**src/verilog/ladybird_macros.svh**
```systemverilog
`ifndef LADYBIRD_MACROS_SVH
`define LADYBIRD_MACROS_SVH

// data and address width
`define LADYBIRD_XLEN 32

// most reads fetch keeps outstanding, return queue included
`define LADYBIRD_MAX_INFLIGHT 2

// word address widths of the two ram builds
`define LADYBIRD_DIST_ADDR_W 4
`define LADYBIRD_BRAM_ADDR_W 8

`endif
```
**src/verilog/ladybird_config.sv**
```systemverilog
`include "ladybird_macros.svh"

package ladybird_config;

  localparam int XLEN = `LADYBIRD_XLEN;
  localparam int BOOT_WORDS = 2 ** `LADYBIRD_DIST_ADDR_W;

  localparam logic [6:0] OPC_LUI = 7'b0110111;
  localparam logic [6:0] OPC_LOAD = 7'b0000011;
  localparam logic [6:0] OPC_STORE = 7'b0100011;
  localparam logic [6:0] OPC_OP_IMM = 7'b0010011;
  localparam logic [6:0] OPC_JAL = 7'b1101111;

  localparam logic [2:0] F3_BYTE = 3'b000;
  localparam logic [2:0] F3_ADD = 3'b000;
  localparam logic [2:0] F3_XOR = 3'b100;

  typedef enum logic [2:0] {
    KIND_LUI,
    KIND_LB,
    KIND_SB,
    KIND_XORI,
    KIND_JAL,
    KIND_NOP,
    KIND_ILLEGAL
  } inst_kind_t;

  typedef struct packed {
    inst_kind_t kind;
    logic [4:0] rd;
    logic [4:0] rs1;
    logic [4:0] rs2;
    logic [XLEN-1:0] imm; // sign extended
  } decoded_t;

  typedef logic [BOOT_WORDS-1:0][XLEN-1:0] boot_image_t;

  function automatic logic [XLEN-1:0] lui(input logic [4:0] rd, input logic [19:0] imm);
    return {imm, rd, OPC_LUI};
  endfunction

  function automatic logic [XLEN-1:0] lb(input logic [4:0] rd, input logic [11:0] imm,
                                         input logic [4:0] rs1);
    return {imm, rs1, F3_BYTE, rd, OPC_LOAD};
  endfunction

  function automatic logic [XLEN-1:0] sb(input logic [4:0] rs2, input logic [11:0] imm,
                                         input logic [4:0] rs1);
    return {imm[11:5], rs2, rs1, F3_BYTE, imm[4:0], OPC_STORE};
  endfunction

  // xori rd, rs1, -1
  function automatic logic [XLEN-1:0] inst_not(input logic [4:0] rd, input logic [4:0] rs1);
    return {12'hfff, rs1, F3_XOR, rd, OPC_OP_IMM};
  endfunction

  function automatic logic [XLEN-1:0] jal(input logic [4:0] rd, input logic [20:0] imm);
    logic [20:0] off;
    off = {imm[20:2], 2'b00}; // no compressed, keep targets word aligned
    return {off[20], off[10:1], off[11], off[19:12], rd, OPC_JAL};
  endfunction

  function automatic logic [XLEN-1:0] nop();
    return {12'h000, 5'd0, F3_ADD, 5'd0, OPC_OP_IMM};
  endfunction

  // button to led, keypad to uart loop
  function automatic boot_image_t boot_image();
    boot_image_t img;
    for (int i = 0; i < BOOT_WORDS; i++) begin
      img[i] = nop();
    end
    img[0] = lui(5'd1, 20'he0000);
    img[1] = lui(5'd2, 20'hf0000);
    img[2] = lb(5'd10, 12'd6, 5'd1); // buttons
    img[3] = inst_not(5'd10, 5'd10);
    img[4] = sb(5'd10, 12'd0, 5'd1); // leds
    img[5] = sb(5'd10, 12'd5, 5'd1); // keypad column mask
    img[6] = lb(5'd3, 12'd11, 5'd1); // keypad rows
    img[7] = sb(5'd3, 12'd0, 5'd2); // uart tx
    img[8] = inst_not(5'd10, 5'd0);
    img[9] = sb(5'd10, 12'd5, 5'd1);
    img[10] = jal(5'd0, -21'sh32);
    return img;
  endfunction

endpackage

```
**src/verilog/ladybird_bus.sv**
```systemverilog
`timescale 1ns/1ps

interface ladybird_bus;
  import ladybird_config::*;

  logic req;
  logic [XLEN-1:0] addr; // byte address
  logic [3:0] wstrb; // all zero means read
  logic [XLEN-1:0] wdata;
  logic gnt;
  logic data_gnt; // read data valid
  logic [XLEN-1:0] rdata;

  modport primary (
    output req,
    output addr,
    output wstrb,
    output wdata,
    input  gnt,
    input  data_gnt,
    input  rdata
  );

  modport secondary (
    input  req,
    input  addr,
    input  wstrb,
    input  wdata,
    output gnt,
    output data_gnt,
    output rdata
  );

endinterface

```
**src/verilog/ladybird_decode.sv**
```systemverilog
`timescale 1ns/1ps

module ladybird_decode (
  input  logic clk,
  input  logic nrst,
  input  logic inst_valid,
  input  logic [ladybird_config::XLEN-1:0] inst_word,
  input  logic [ladybird_config::XLEN-1:0] inst_pc,
  output logic inst_ready,
  output logic redirect,
  output logic [ladybird_config::XLEN-1:0] redirect_pc,
  output logic out_valid,
  output logic [ladybird_config::XLEN-1:0] out_pc,
  output ladybird_config::decoded_t out,
  input  logic out_ready
);
  import ladybird_config::*;

  logic [6:0] opcode;
  logic [2:0] funct3;
  logic [XLEN-1:0] imm_u;
  logic [XLEN-1:0] imm_i;
  logic [XLEN-1:0] imm_s;
  logic [XLEN-1:0] imm_j;
  decoded_t dec;
  logic take;

  assign opcode = inst_word[6:0];
  assign funct3 = inst_word[14:12];

  assign imm_u = {inst_word[31:12], 12'b0};
  assign imm_i = {{(XLEN-12){inst_word[31]}}, inst_word[31:20]};
  assign imm_s = {{(XLEN-12){inst_word[31]}}, inst_word[31:25], inst_word[11:7]};
  assign imm_j = {{(XLEN-20){inst_word[31]}}, inst_word[19:12], inst_word[20],
                  inst_word[30:21], 1'b0};

  always_comb begin
    dec.rd = inst_word[11:7];
    dec.rs1 = inst_word[19:15];
    dec.rs2 = inst_word[24:20];
    dec.kind = KIND_ILLEGAL;
    dec.imm = '0;
    case (opcode)
      OPC_LUI: begin
        dec.kind = KIND_LUI;
        dec.imm = imm_u;
      end
      OPC_LOAD: begin
        if (funct3 == F3_BYTE) begin
          dec.kind = KIND_LB;
          dec.imm = imm_i;
        end
      end
      OPC_STORE: begin
        if (funct3 == F3_BYTE) begin
          dec.kind = KIND_SB;
          dec.imm = imm_s;
        end
      end
      OPC_OP_IMM: begin
        if (funct3 == F3_XOR) begin
          dec.kind = KIND_XORI;
          dec.imm = imm_i;
        end else if (funct3 == F3_ADD) begin
          dec.kind = KIND_NOP; // any addi
          dec.imm = imm_i;
        end
      end
      OPC_JAL: begin
        dec.kind = KIND_JAL;
        dec.imm = imm_j;
      end
      default: begin
        dec.kind = KIND_ILLEGAL;
      end
    endcase
  end

  assign inst_ready = ~out_valid | out_ready;
  assign take = inst_valid & inst_ready;
  // fetch drops whatever followed the jal
  assign redirect = take & (dec.kind == KIND_JAL);
  assign redirect_pc = inst_pc + dec.imm;

  always_ff @(posedge clk) begin
    if (!nrst) begin
      out_valid <= 1'b0;
    end else if (inst_ready) begin
      out_valid <= inst_valid;
    end
  end

  always_ff @(posedge clk) begin
    if (take) begin
      out <= dec;
      out_pc <= inst_pc;
    end
  end

  a_single_redirect: assert property (@(posedge clk) disable iff (!nrst)
    redirect |=> !redirect);

endmodule

```
**src/verilog/ladybird_fetch.sv**
```systemverilog
`timescale 1ns/1ps
`include "ladybird_macros.svh"

module ladybird_fetch (
  input  logic clk,
  input  logic nrst,
  ladybird_bus.primary bus,
  input  logic host_we,
  input  logic [ladybird_config::XLEN-1:0] host_addr,
  input  logic [3:0] host_wstrb,
  input  logic [ladybird_config::XLEN-1:0] host_wdata,
  output logic inst_valid,
  output logic [ladybird_config::XLEN-1:0] inst_word,
  output logic [ladybird_config::XLEN-1:0] inst_pc,
  input  logic inst_ready,
  input  logic redirect,
  input  logic [ladybird_config::XLEN-1:0] redirect_pc
);
  import ladybird_config::*;

  localparam int QDEPTH = `LADYBIRD_MAX_INFLIGHT;
  localparam int CNT_W = $clog2(QDEPTH + 1);
  localparam int PTR_W = (QDEPTH > 1) ? $clog2(QDEPTH) : 1;

  logic [XLEN-1:0] pc;
  logic [XLEN-1:0] rsp_pc; // pc of next live return
  logic [CNT_W-1:0] outstanding;
  logic [CNT_W-1:0] stale;
  logic [CNT_W-1:0] q_count;
  logic [PTR_W-1:0] q_rd;
  logic [PTR_W-1:0] q_wr;
  logic [XLEN-1:0] q_word [QDEPTH];
  logic [XLEN-1:0] q_pc [QDEPTH];
  logic [CNT_W:0] busy;
  logic host_wr;
  logic pop;
  logic issue;
  logic rd_acc;
  logic rsp;
  logic rsp_live;

  function automatic logic [PTR_W-1:0] next_ptr(input logic [PTR_W-1:0] p);
    return (p == PTR_W'(QDEPTH - 1)) ? '0 : p + 1'b1;
  endfunction

  assign pop = inst_valid & inst_ready;
  // slot freed by this cycle's pop counts as free
  assign busy = {1'b0, outstanding} + {1'b0, q_count} - (CNT_W + 1)'(pop);
  assign host_wr = host_we & (|host_wstrb);
  assign issue = nrst & ~host_we & ~redirect & (busy < (CNT_W + 1)'(QDEPTH));
  assign rd_acc = issue & bus.gnt;
  assign rsp = bus.data_gnt;
  assign rsp_live = rsp & (stale == '0) & ~redirect;

  assign bus.req = host_wr | issue; // host wins the slot
  assign bus.addr = host_we ? host_addr : pc;
  assign bus.wstrb = host_we ? host_wstrb : 4'b0000;
  assign bus.wdata = host_wdata;

  assign inst_valid = (q_count != '0);
  assign inst_word = q_word[q_rd];
  assign inst_pc = q_pc[q_rd];

  always_ff @(posedge clk) begin
    if (!nrst) begin
      pc <= '0;
      rsp_pc <= '0;
      outstanding <= '0;
      stale <= '0;
      q_count <= '0;
      q_rd <= '0;
      q_wr <= '0;
    end else begin
      outstanding <= outstanding + CNT_W'(rd_acc) - CNT_W'(rsp);
      if (redirect) begin
        pc <= redirect_pc;
        rsp_pc <= redirect_pc;
        stale <= outstanding - CNT_W'(rsp); // everything still in flight
        q_count <= '0;
        q_rd <= '0;
        q_wr <= '0;
      end else begin
        if (rd_acc) begin
          pc <= pc + XLEN'(4);
        end
        if (rsp && stale != '0) begin
          stale <= stale - 1'b1;
        end
        if (rsp_live) begin
          rsp_pc <= rsp_pc + XLEN'(4);
          q_wr <= next_ptr(q_wr);
        end
        if (pop) begin
          q_rd <= next_ptr(q_rd);
        end
        q_count <= q_count + CNT_W'(rsp_live) - CNT_W'(pop);
      end
    end
  end

  always_ff @(posedge clk) begin
    if (rsp_live) begin
      q_word[q_wr] <= bus.rdata;
      q_pc[q_wr] <= rsp_pc;
    end
  end

  a_no_orphan_data: assert property (@(posedge clk) disable iff (!nrst)
    bus.data_gnt |-> (outstanding != '0));

endmodule

```
**src/verilog/ladybird_frontend.sv**
```systemverilog
`timescale 1ns/1ps

module ladybird_frontend #(
  parameter bit DISTRIBUTED_RAM = 1'b1
) (
  input  logic clk,
  input  logic nrst,
  input  logic host_we,
  input  logic [ladybird_config::XLEN-1:0] host_addr,
  input  logic [3:0] host_wstrb,
  input  logic [ladybird_config::XLEN-1:0] host_wdata,
  output logic out_valid,
  output logic [ladybird_config::XLEN-1:0] out_pc,
  output ladybird_config::inst_kind_t out_kind,
  output logic [4:0] out_rd,
  output logic [4:0] out_rs1,
  output logic [4:0] out_rs2,
  output logic [ladybird_config::XLEN-1:0] out_imm,
  input  logic out_ready
);
  import ladybird_config::*;

  logic inst_valid;
  logic inst_ready;
  logic [XLEN-1:0] inst_word;
  logic [XLEN-1:0] inst_pc;
  logic redirect;
  logic [XLEN-1:0] redirect_pc;
  decoded_t dec_out;

  ladybird_bus i_bus ();

  ladybird_fetch i_fetch (
    .clk         (clk),
    .nrst        (nrst),
    .bus         (i_bus),
    .host_we     (host_we),
    .host_addr   (host_addr),
    .host_wstrb  (host_wstrb),
    .host_wdata  (host_wdata),
    .inst_valid  (inst_valid),
    .inst_word   (inst_word),
    .inst_pc     (inst_pc),
    .inst_ready  (inst_ready),
    .redirect    (redirect),
    .redirect_pc (redirect_pc)
  );

  ladybird_inst_ram #(
    .DISTRIBUTED_RAM (DISTRIBUTED_RAM)
  ) i_inst_ram (
    .clk  (clk),
    .nrst (nrst),
    .bus  (i_bus)
  );

  ladybird_decode i_decode (
    .clk         (clk),
    .nrst        (nrst),
    .inst_valid  (inst_valid),
    .inst_word   (inst_word),
    .inst_pc     (inst_pc),
    .inst_ready  (inst_ready),
    .redirect    (redirect),
    .redirect_pc (redirect_pc),
    .out_valid   (out_valid),
    .out_pc      (out_pc),
    .out         (dec_out),
    .out_ready   (out_ready)
  );

  assign out_kind = dec_out.kind;
  assign out_rd = dec_out.rd;
  assign out_rs1 = dec_out.rs1;
  assign out_rs2 = dec_out.rs2;
  assign out_imm = dec_out.imm;

endmodule

```
**src/verilog/ladybird_inst_ram.sv**
```systemverilog
`timescale 1ns/1ps
`include "ladybird_macros.svh"

module ladybird_inst_ram #(
  parameter bit DISTRIBUTED_RAM = 1'b1
) (
  input logic clk,
  input logic nrst,
  ladybird_bus.secondary bus
);
  import ladybird_config::*;

  localparam int ADDR_W = DISTRIBUTED_RAM ? `LADYBIRD_DIST_ADDR_W : `LADYBIRD_BRAM_ADDR_W;
  localparam int DEPTH = 2 ** ADDR_W;
  localparam int LATENCY = DISTRIBUTED_RAM ? 1 : 2; // block ram has an output register
  localparam boot_image_t IMAGE = boot_image();

  logic [XLEN-1:0] mem [DEPTH];
  logic [XLEN-1:0] rd_pipe [LATENCY];
  logic [LATENCY-1:0] vld_pipe;
  logic [ADDR_W-1:0] widx;
  logic acc;
  logic rd_acc;
  logic wr_acc;

  assign bus.gnt = 1'b1; // never stalls
  assign acc = bus.req & bus.gnt;
  assign wr_acc = acc & (|bus.wstrb);
  assign rd_acc = acc & ~(|bus.wstrb);
  assign widx = bus.addr[ADDR_W+1:2];

  assign bus.data_gnt = vld_pipe[LATENCY-1];
  assign bus.rdata = rd_pipe[LATENCY-1];

  // host writes during reset land on top of the image
  always_ff @(posedge clk) begin
    if (!nrst) begin
      for (int i = 0; i < BOOT_WORDS; i++) begin
        mem[i] <= IMAGE[i];
      end
      for (int i = BOOT_WORDS; i < DEPTH; i++) begin
        mem[i] <= nop();
      end
    end
    if (wr_acc) begin
      for (int b = 0; b < 4; b++) begin
        if (bus.wstrb[b]) begin
          mem[widx][8*b +: 8] <= bus.wdata[8*b +: 8];
        end
      end
    end
  end

  always_ff @(posedge clk) begin
    if (!nrst) begin
      vld_pipe <= '0;
    end else begin
      vld_pipe[0] <= rd_acc;
      for (int i = 1; i < LATENCY; i++) begin
        vld_pipe[i] <= vld_pipe[i-1];
      end
    end
  end

  always_ff @(posedge clk) begin
    rd_pipe[0] <= mem[widx]; // read before write
    for (int i = 1; i < LATENCY; i++) begin
      rd_pipe[i] <= rd_pipe[i-1];
    end
  end

  a_word_aligned: assert property (@(posedge clk) disable iff (!nrst)
    bus.req |-> (bus.addr[1:0] == 2'b00));

endmodule

```
**config.mk**
```make
export PLATFORM = sky130hd
export DESIGN_NAME = ladybird_frontend
export DESIGN_NICKNAME = d
export VERILOG_FILES = /design/src/verilog/ladybird_config.sv /design/src/verilog/ladybird_bus.sv /design/src/verilog/ladybird_decode.sv /design/src/verilog/ladybird_fetch.sv /design/src/verilog/ladybird_frontend.sv /design/src/verilog/ladybird_inst_ram.sv
export VERILOG_INCLUDE_DIRS = /design/src /design/src/verilog
export SDC_FILE = /design/constraint.sdc
export NUM_CORES = 1
export LEC_CHECK = 0
export ABC_AREA = 1
export BUFFER_PORTS_ARGS = -buffer_cell sky130_fd_sc_hd__buf_2
export CORE_AREA = 4 4 294 210
export CTS_CLUSTER_DIAMETER = 120
export CTS_CLUSTER_SIZE = 14
export DETAILED_ROUTE_END_ITERATION = 12
export DIE_AREA = 0 0 298 214
export PLACE_DENSITY_LB_ADDON = 0.15
export SYNTH_ARGS = -nofsm -noshare
export SYNTH_HDL_FRONTEND = slang
export SYNTH_SLANG_ARGS = --single-unit
```
**constraint.sdc**
```tcl
create_clock -name clk -period 9.27 [get_ports clk]
set_clock_uncertainty 0.15 [all_clocks]
set_input_delay 0.4635 -clock clk [delete_from_list [all_inputs] [get_ports clk]]
set_output_delay 0.4635 -clock clk [all_outputs]
set_load 0.05 [all_outputs]
```
* Word level (Yosys, flattened, before mapping)
Memory sizes are Yosys's and may differ from the RTL's. A register that Yosys moved wholly into a read port is not among the register bits. Index checks and enable logic that the tools add are counted. Widths: inputs -> output; s select.
Storage, ports and cells: input port bits 72, word-level logic and storage cells 106, memories kept 4, register bits after elaboration 156, RAM bits 672, output and inout port bits 83
Operators by class: magnitude comparators 1, multiplexer cells 38, reductions and logical operators 11, add/sub/neg operators 13, bitwise operators 17, eq/ne operators 7
Memories:
- i_inst_ram.mem | depth 16, width 32, rd ports 1, clocked after Yosys merged registers in 0, write ports 17, line ladybird_inst_ram.sv:18 | logic [XLEN-1:0] mem [DEPTH];
- i_fetch.q_pc | depth 2, width 32, rd ports 1, clocked after Yosys merged registers in 1, write ports 1, line ladybird_fetch.sv:33 | logic [XLEN-1:0] q_pc [QDEPTH];
- i_fetch.q_word | depth 2, width 32, rd ports 1, clocked after Yosys merged registers in 1, write ports 1, line ladybird_fetch.sv:32 | logic [XLEN-1:0] q_word [QDEPTH];
- i_inst_ram.rd_pipe | depth 1, width 32, rd ports 1, clocked after Yosys merged registers in 0, write ports 1, line ladybird_inst_ram.sv:19 | logic [XLEN-1:0] rd_pipe [LATENCY];
Operator list (number):
- $mux 32 | 7
- $pmux 32 s5 | 1
- $add 32x3->32 const B | 2
- $add 32x32->32 | 1
- $mux 1 | 21
- $pmux 3 s5 | 1
- $eq 7x6->1 const B | 2
- $and 1x1->1 | 10
- $reduce_bool 2->1 | 5
- $mux 3 | 3
- $reduce_or 4->1 | 2
- $eq 7x2->1 const B | 1
- $eq 7x5->1 const B | 1
- $eq 7x7->1 const B | 1
- $eq 3x3->1 const B | 2
- $mux 2 | 3
- $mux 6 | 1
- $sub 2x1->2 | 3
- $not 1->1 | 5
- $add 2x1->2 | 2
- $mux 4 | 1
- $add 2x2->3 | 1
- $logic_not 3->1 | 1
- $lt 3x2->1 const B | 1
- 7 further kinds | 9

* Longest topological paths before layout
depth after elaboration 13, depth in mapped cells 28, gate-level depth less buffers 26

* Cells and area by module
A second synthesis with hierarchy kept.
Second synthesis, totals: cells, all modules 4709, area, all modules 40518.9 um^2
Modules (own cells, without submodules):
- ladybird_inst_ram | area each 25050.3 um^2, times used 1, cells an instance 2899, seq. area each 16035.4 um^2
- ladybird_fetch | area each 10113.4 um^2, times used 1, cells an instance 1161, seq. area each 5305.1 um^2
- ladybird_decode | area each 5355.1 um^2, times used 1, cells an instance 649, seq. area each 2482.4 um^2

* Worst setup path before layout
OpenSTA, ideal clock, no wires.
path kind register to register, start point register i_decode.out_valid, end point register i_fetch.outstanding[1], path buffers 0, required time 8997 ps, library setup time 123 ps, path slack 1728 ps, arrival 7270 ps, period minus slack after synthesis 7542 ps, cell stages (with the launch flop) 15, cells stage by stage dfxtp_1 -> inv_1 -> nor2_1 -> a21oi_1 -> ha_1 -> or2_2 -> fa_1 -> or2_2 -> nand3_1 -> a21oi_1 -> nand3_1 -> inv_1 -> ha_1 -> o21ai_0 -> a21oi_1
Between the ends: cells in the longest elaborated chain, start to end 9, elaborated cells on any way between the ends 11, those cells by class add/sub: 3; order compare: 1; bitwise: 7
RTL lines:
- from (decl) | line ladybird_decode.sv:12 | output logic out_valid,
- from (signal assigned) | line ladybird_decode.sv:89 | out_valid <= inst_valid;
- $not 1->1 (*) | line ladybird_decode.sv:79 | assign inst_ready = ~out_valid | out_ready;
- $or 1x1->1 (*) | line ladybird_decode.sv:79
- $and 1x1->1 (*) | line ladybird_decode.sv:80 | assign take = inst_valid & inst_ready;
- named net i_decode.take | line ladybird_decode.sv:26 | logic take;
- parallel branches: the longest is 3 deep, another holds $sub 3x1->3
- $and 1x1->1 (*) | line ladybird_fetch.sv:50 | assign issue = nrst & ~host_we & ~redirect & (busy < (CNT_W + 1)'(QDEPTH));
- $add 2x1->2 (*) | line ladybird_fetch.sv:74 | outstanding <= outstanding + CNT_W'(rd_acc) - CNT_W'(rsp);
- $sub 2x1->2 (*) | line ladybird_fetch.sv:74
- to (signal assigned) | line ladybird_fetch.sv:74
- to (decl) | line ladybird_fetch.sv:27 | logic [CNT_W-1:0] outstanding;
Mark *: on every way through the listed nets, which the timed path passes. A chain may end at the register's enable or synchronous reset.

==> impl_metrics.tcl <==
set metrics [dict create \
    period_needed_ns 5.59 \
    clk_pin_slew_ns 0.07 \
    synthesis.nets 3381 \
    min_delay_path_depth 4 \
    fin_crit_sh_pct 60.3 \
    grt_setup_unrepaired "false" \
    syn_area_per_cell_sq_um 10.7 \
    htree_levels 3 \
    core_area_sq_um 59100 \
    fmax_mhz 179 \
    antenna_found_initial 0 \
    tightest_slew_ns 1.24 \
    outcome "finished clean" \
    crit_fanout 60 \
    critical_path_class "reg2reg" \
    synth-warning-count 0 \
    wl_per_cell_um 23.7 \
    synth_cells 3267 \
    netlist_top_cells_count "nand2_1 (887), edfxtp_1 (722), nor2_1 (490)" \
    drive_gt1_share_pct 10.1 \
    worst_path_max_delay_cell "o21ai_0" \
    cts_setup_buffers 0 \
    wirelength_mm 98.5 \
    vdd_ir_drop_max_uv 210 \
    die_y_um 214 \
    initial_core_util_pct 59.3 \
    seq_area_frac_synth_pct 66.4 \
    grt_max_degree 89 \
    postRouteAntennaNets 0 \
    crit_path_end_kind "register" \
    finalPower_uw 10100 \
    setup_ws_ns 3.68 \
    clk_latency_ns 0.62 \
    dieWidth_um 298 \
    ctsRootBufferMaster "clkbuf_16" \
    hold_violations 0 \
    ctsHoldBuffers 0 \
    slew-limit-headroom_pct 16.3 \
    fin_nets 3451 \
    synth_edf_count 722 \
    hold_class "in2reg" \
    max_cap_violations 0 \
    worst_ep_arrival_time_ns 5.99 \
    power.density_nw_per_um2 264 \
    setup_tns_ns 0 \
    ys_async_sr_fraction_pct 0 \
    firstDrtPassIters 8 \
    post-place-ws_ns 4.13 \
    drv_slew 0 \
    critPathBufInv 5 \
    initialDrtViolationCount 3379 \
    yosysUniqueCellTypes 52 \
    pin_count 155 \
    timing.critical_path.max_delay_family "simple AND/OR/NAND/NOR gates" \
    num_rows 75 \
    grt-ovfl-total 0 \
    cts_tree "built" \
    fillers 4626 \
    viasPerCell 6.12 \
    drc_errors 0 \
    setup_viol 0 \
    hold_path.startpoint "out_ready" \
    grtUsageTotal_pct 30.7 \
    max_stage_delay_ns 0.63 \
    hold_path_end "i_decode.out_valid" \
    ctsResizeCount 0 \
    yosysTopAreaCell "edfxtp_1" \
    place.gp.congestion 1.00 \
    grt_first_pass_wirelength_mm 147 \
    dpl.hpwl_mm 69.1 \
    cts_made_buffers 67 \
    p_leak_uw 0.0145 \
    synth_top_area_share_pct 61.9 \
    utilization_pct 64.5 \
    syn2layout_area_growth_pct 8.78 \
    num_vias 25400 \
    die-area_sq_um 63800 \
    dp.cells 4038 \
    r2r-end "i_fetch.rsp_pc[31]" \
    syn_area_sq_um 35000 \
    synth.top_cells.by_area "edfxtp_1 (62%), nand2_1 (9.5%), a22oi_1 (5.5%), nor2_1 (5.2%), dfxtp_1 (4.5%)" \
    io_buffers 126 \
    crit_path_frequent_cell "nand2_1" \
    instances_no_fill 4153 \
    worstRegToRegCells 23 \
    synth_ff_type "edfxtp_1" \
    ff2ff_setup_slack_ns 3.68 \
    path_cells "buf_4 > inv_6 > nand2_1 > nand2_1 > nor3_1 > and2_1 > nor2_2 > inv_2 > nor3_2 > inv_2 > nand3_4 > o21ai_0 > ha_1 > nand2_1 > o21ai_0 > a21oi_1 > nand2_1 > nand2_1 > nand2_1 > inv_1 > nand3_1 > nand3_1 > a21oi_1" \
    cp-start-kind "register" \
    cts.sinks 801 \
    grt_pass1_vias 24000 \
    synth-seq-cells 801 \
    yosysMostFrequentCell "nand2_1" \
    cts_buffer_depth 3 \
    crit_required_ns 9.67 \
]
per-layer routing:
layer  up-vias  global-route usage (%)  share of wire [%]
li1      11400                       -                  -
met4         0                    7.42                2.5
met1     12300                    48.0                 43
met5         -                       0                  0
met3       178                    9.50                 14
met2      1507                    42.0                 41
where the power goes:
part / internal (uW) / switching (uW) / total, uW
Sequential: 4480 / 195 / 4680
Clock: 1410 / 1250 / 2660
Combinational: 591 / 2120 / 2710
Total: 6480 / 3570 / 10100
kinds of logic (layout without fill, tap and decap cells):
kind of cell,Yosys count,count (layout),synth area share (%)
flip-flops,801,801,66.4
AO/OA/AOI/OAI,439,439,8.43
AND/OR/NAND/NOR,1592,1592,18.5
other,0,2,0
buffers and inverters,351,465,4.13
adder cells (fa/ha/maj),42,42,1.54
XOR/XNOR,36,36,0.900
multiplexers,6,6,0.171
worst max-delay path by stage:
stage / startpoint / endpoint / slack, ns / cells past startpoint
detailed placement: register / i_fetch.rsp_pc[31] / 4.13 / 23
floorplan: i_decode.out_valid / i_fetch.outstanding[1] / 1.73 / 14
CTS: register / i_fetch.rsp_pc[31] / 4.10 / 23
finish: register / i_fetch.rsp_pc[31] / 3.68 / 23
global route: register / i_fetch.rsp_pc[31] / 3.49 / 23
global placement: register / i_fetch.rsp_pc[31] / 4.20 / 23
layout by cell type, fill, tap and decap left out, drive strengths merged, types with 18 or more instances in the layout:
cell type,synthesis,layout
dfxtp,79,79
nor2,525,525
inv,209,211
nand2,893,893
nor3,18,18
xor2,23,23
nand4,50,50
ha,40,40
nand3,76,76
edfxtp,722,722
clkbuf,78,108
o21ai,78,78
a22oi,257,257
buf,63,142
a21oi,67,67
per-stage QoR:
step	cell area, sq um	hold WS, ns
global placement	36200	0.258
detailed placement	36200	0.262
floorplan	35000	0.254
finish	38100	0.0425
global route	38100	0.0708
CTS	38100	0.0232
flip-flops by register name, summed over array words and instances (netlist names), named ones only:
| signal | count |
|---|---|
| i_inst_ram.mem | 512 |
| i_fetch.q_pc | 64 |
| i_fetch.q_word | 64 |
| i_decode.out | 50 |
| i_decode.out_pc | 32 |
| i_fetch.rsp_pc | 32 |
| i_inst_ram.rd_pipe | 32 |
| i_fetch.pc | 4 |
| i_fetch.outstanding | 2 |
| i_fetch.q_count | 2 |
| i_fetch.stale | 2 |
| i_decode.out_valid | 1 |
| i_fetch.q_rd | 1 |
| i_fetch.q_wr | 1 |
| i_inst_ram.bus.data_gnt | 1 |
worst min-delay path: cells and delay by family:
family	cells	cell delay (ns)
AND/OR/NAND/NOR	3	0.23
buffers and inverters	1	0.07
final cells by class:
cell class | count | area (sq um) | share of cell area (%)
Tap cell | 770 | 963 | 2.53
Inverter | 210 | 797 | 2.09
Multi-Input combinational cell | 2115 | 10400 | 27.2
Clock buffer | 108 | 1890 | 4.97
Antenna cell | 2 | 5.00 | 0.0131
Sequential cell | 801 | 23300 | 61.0
Timing Repair Buffer | 142 | 753 | 1.98
Clock inverter | 5 | 70.1 | 0.184
Note: power is estimated with default switching activity, not from simulation.
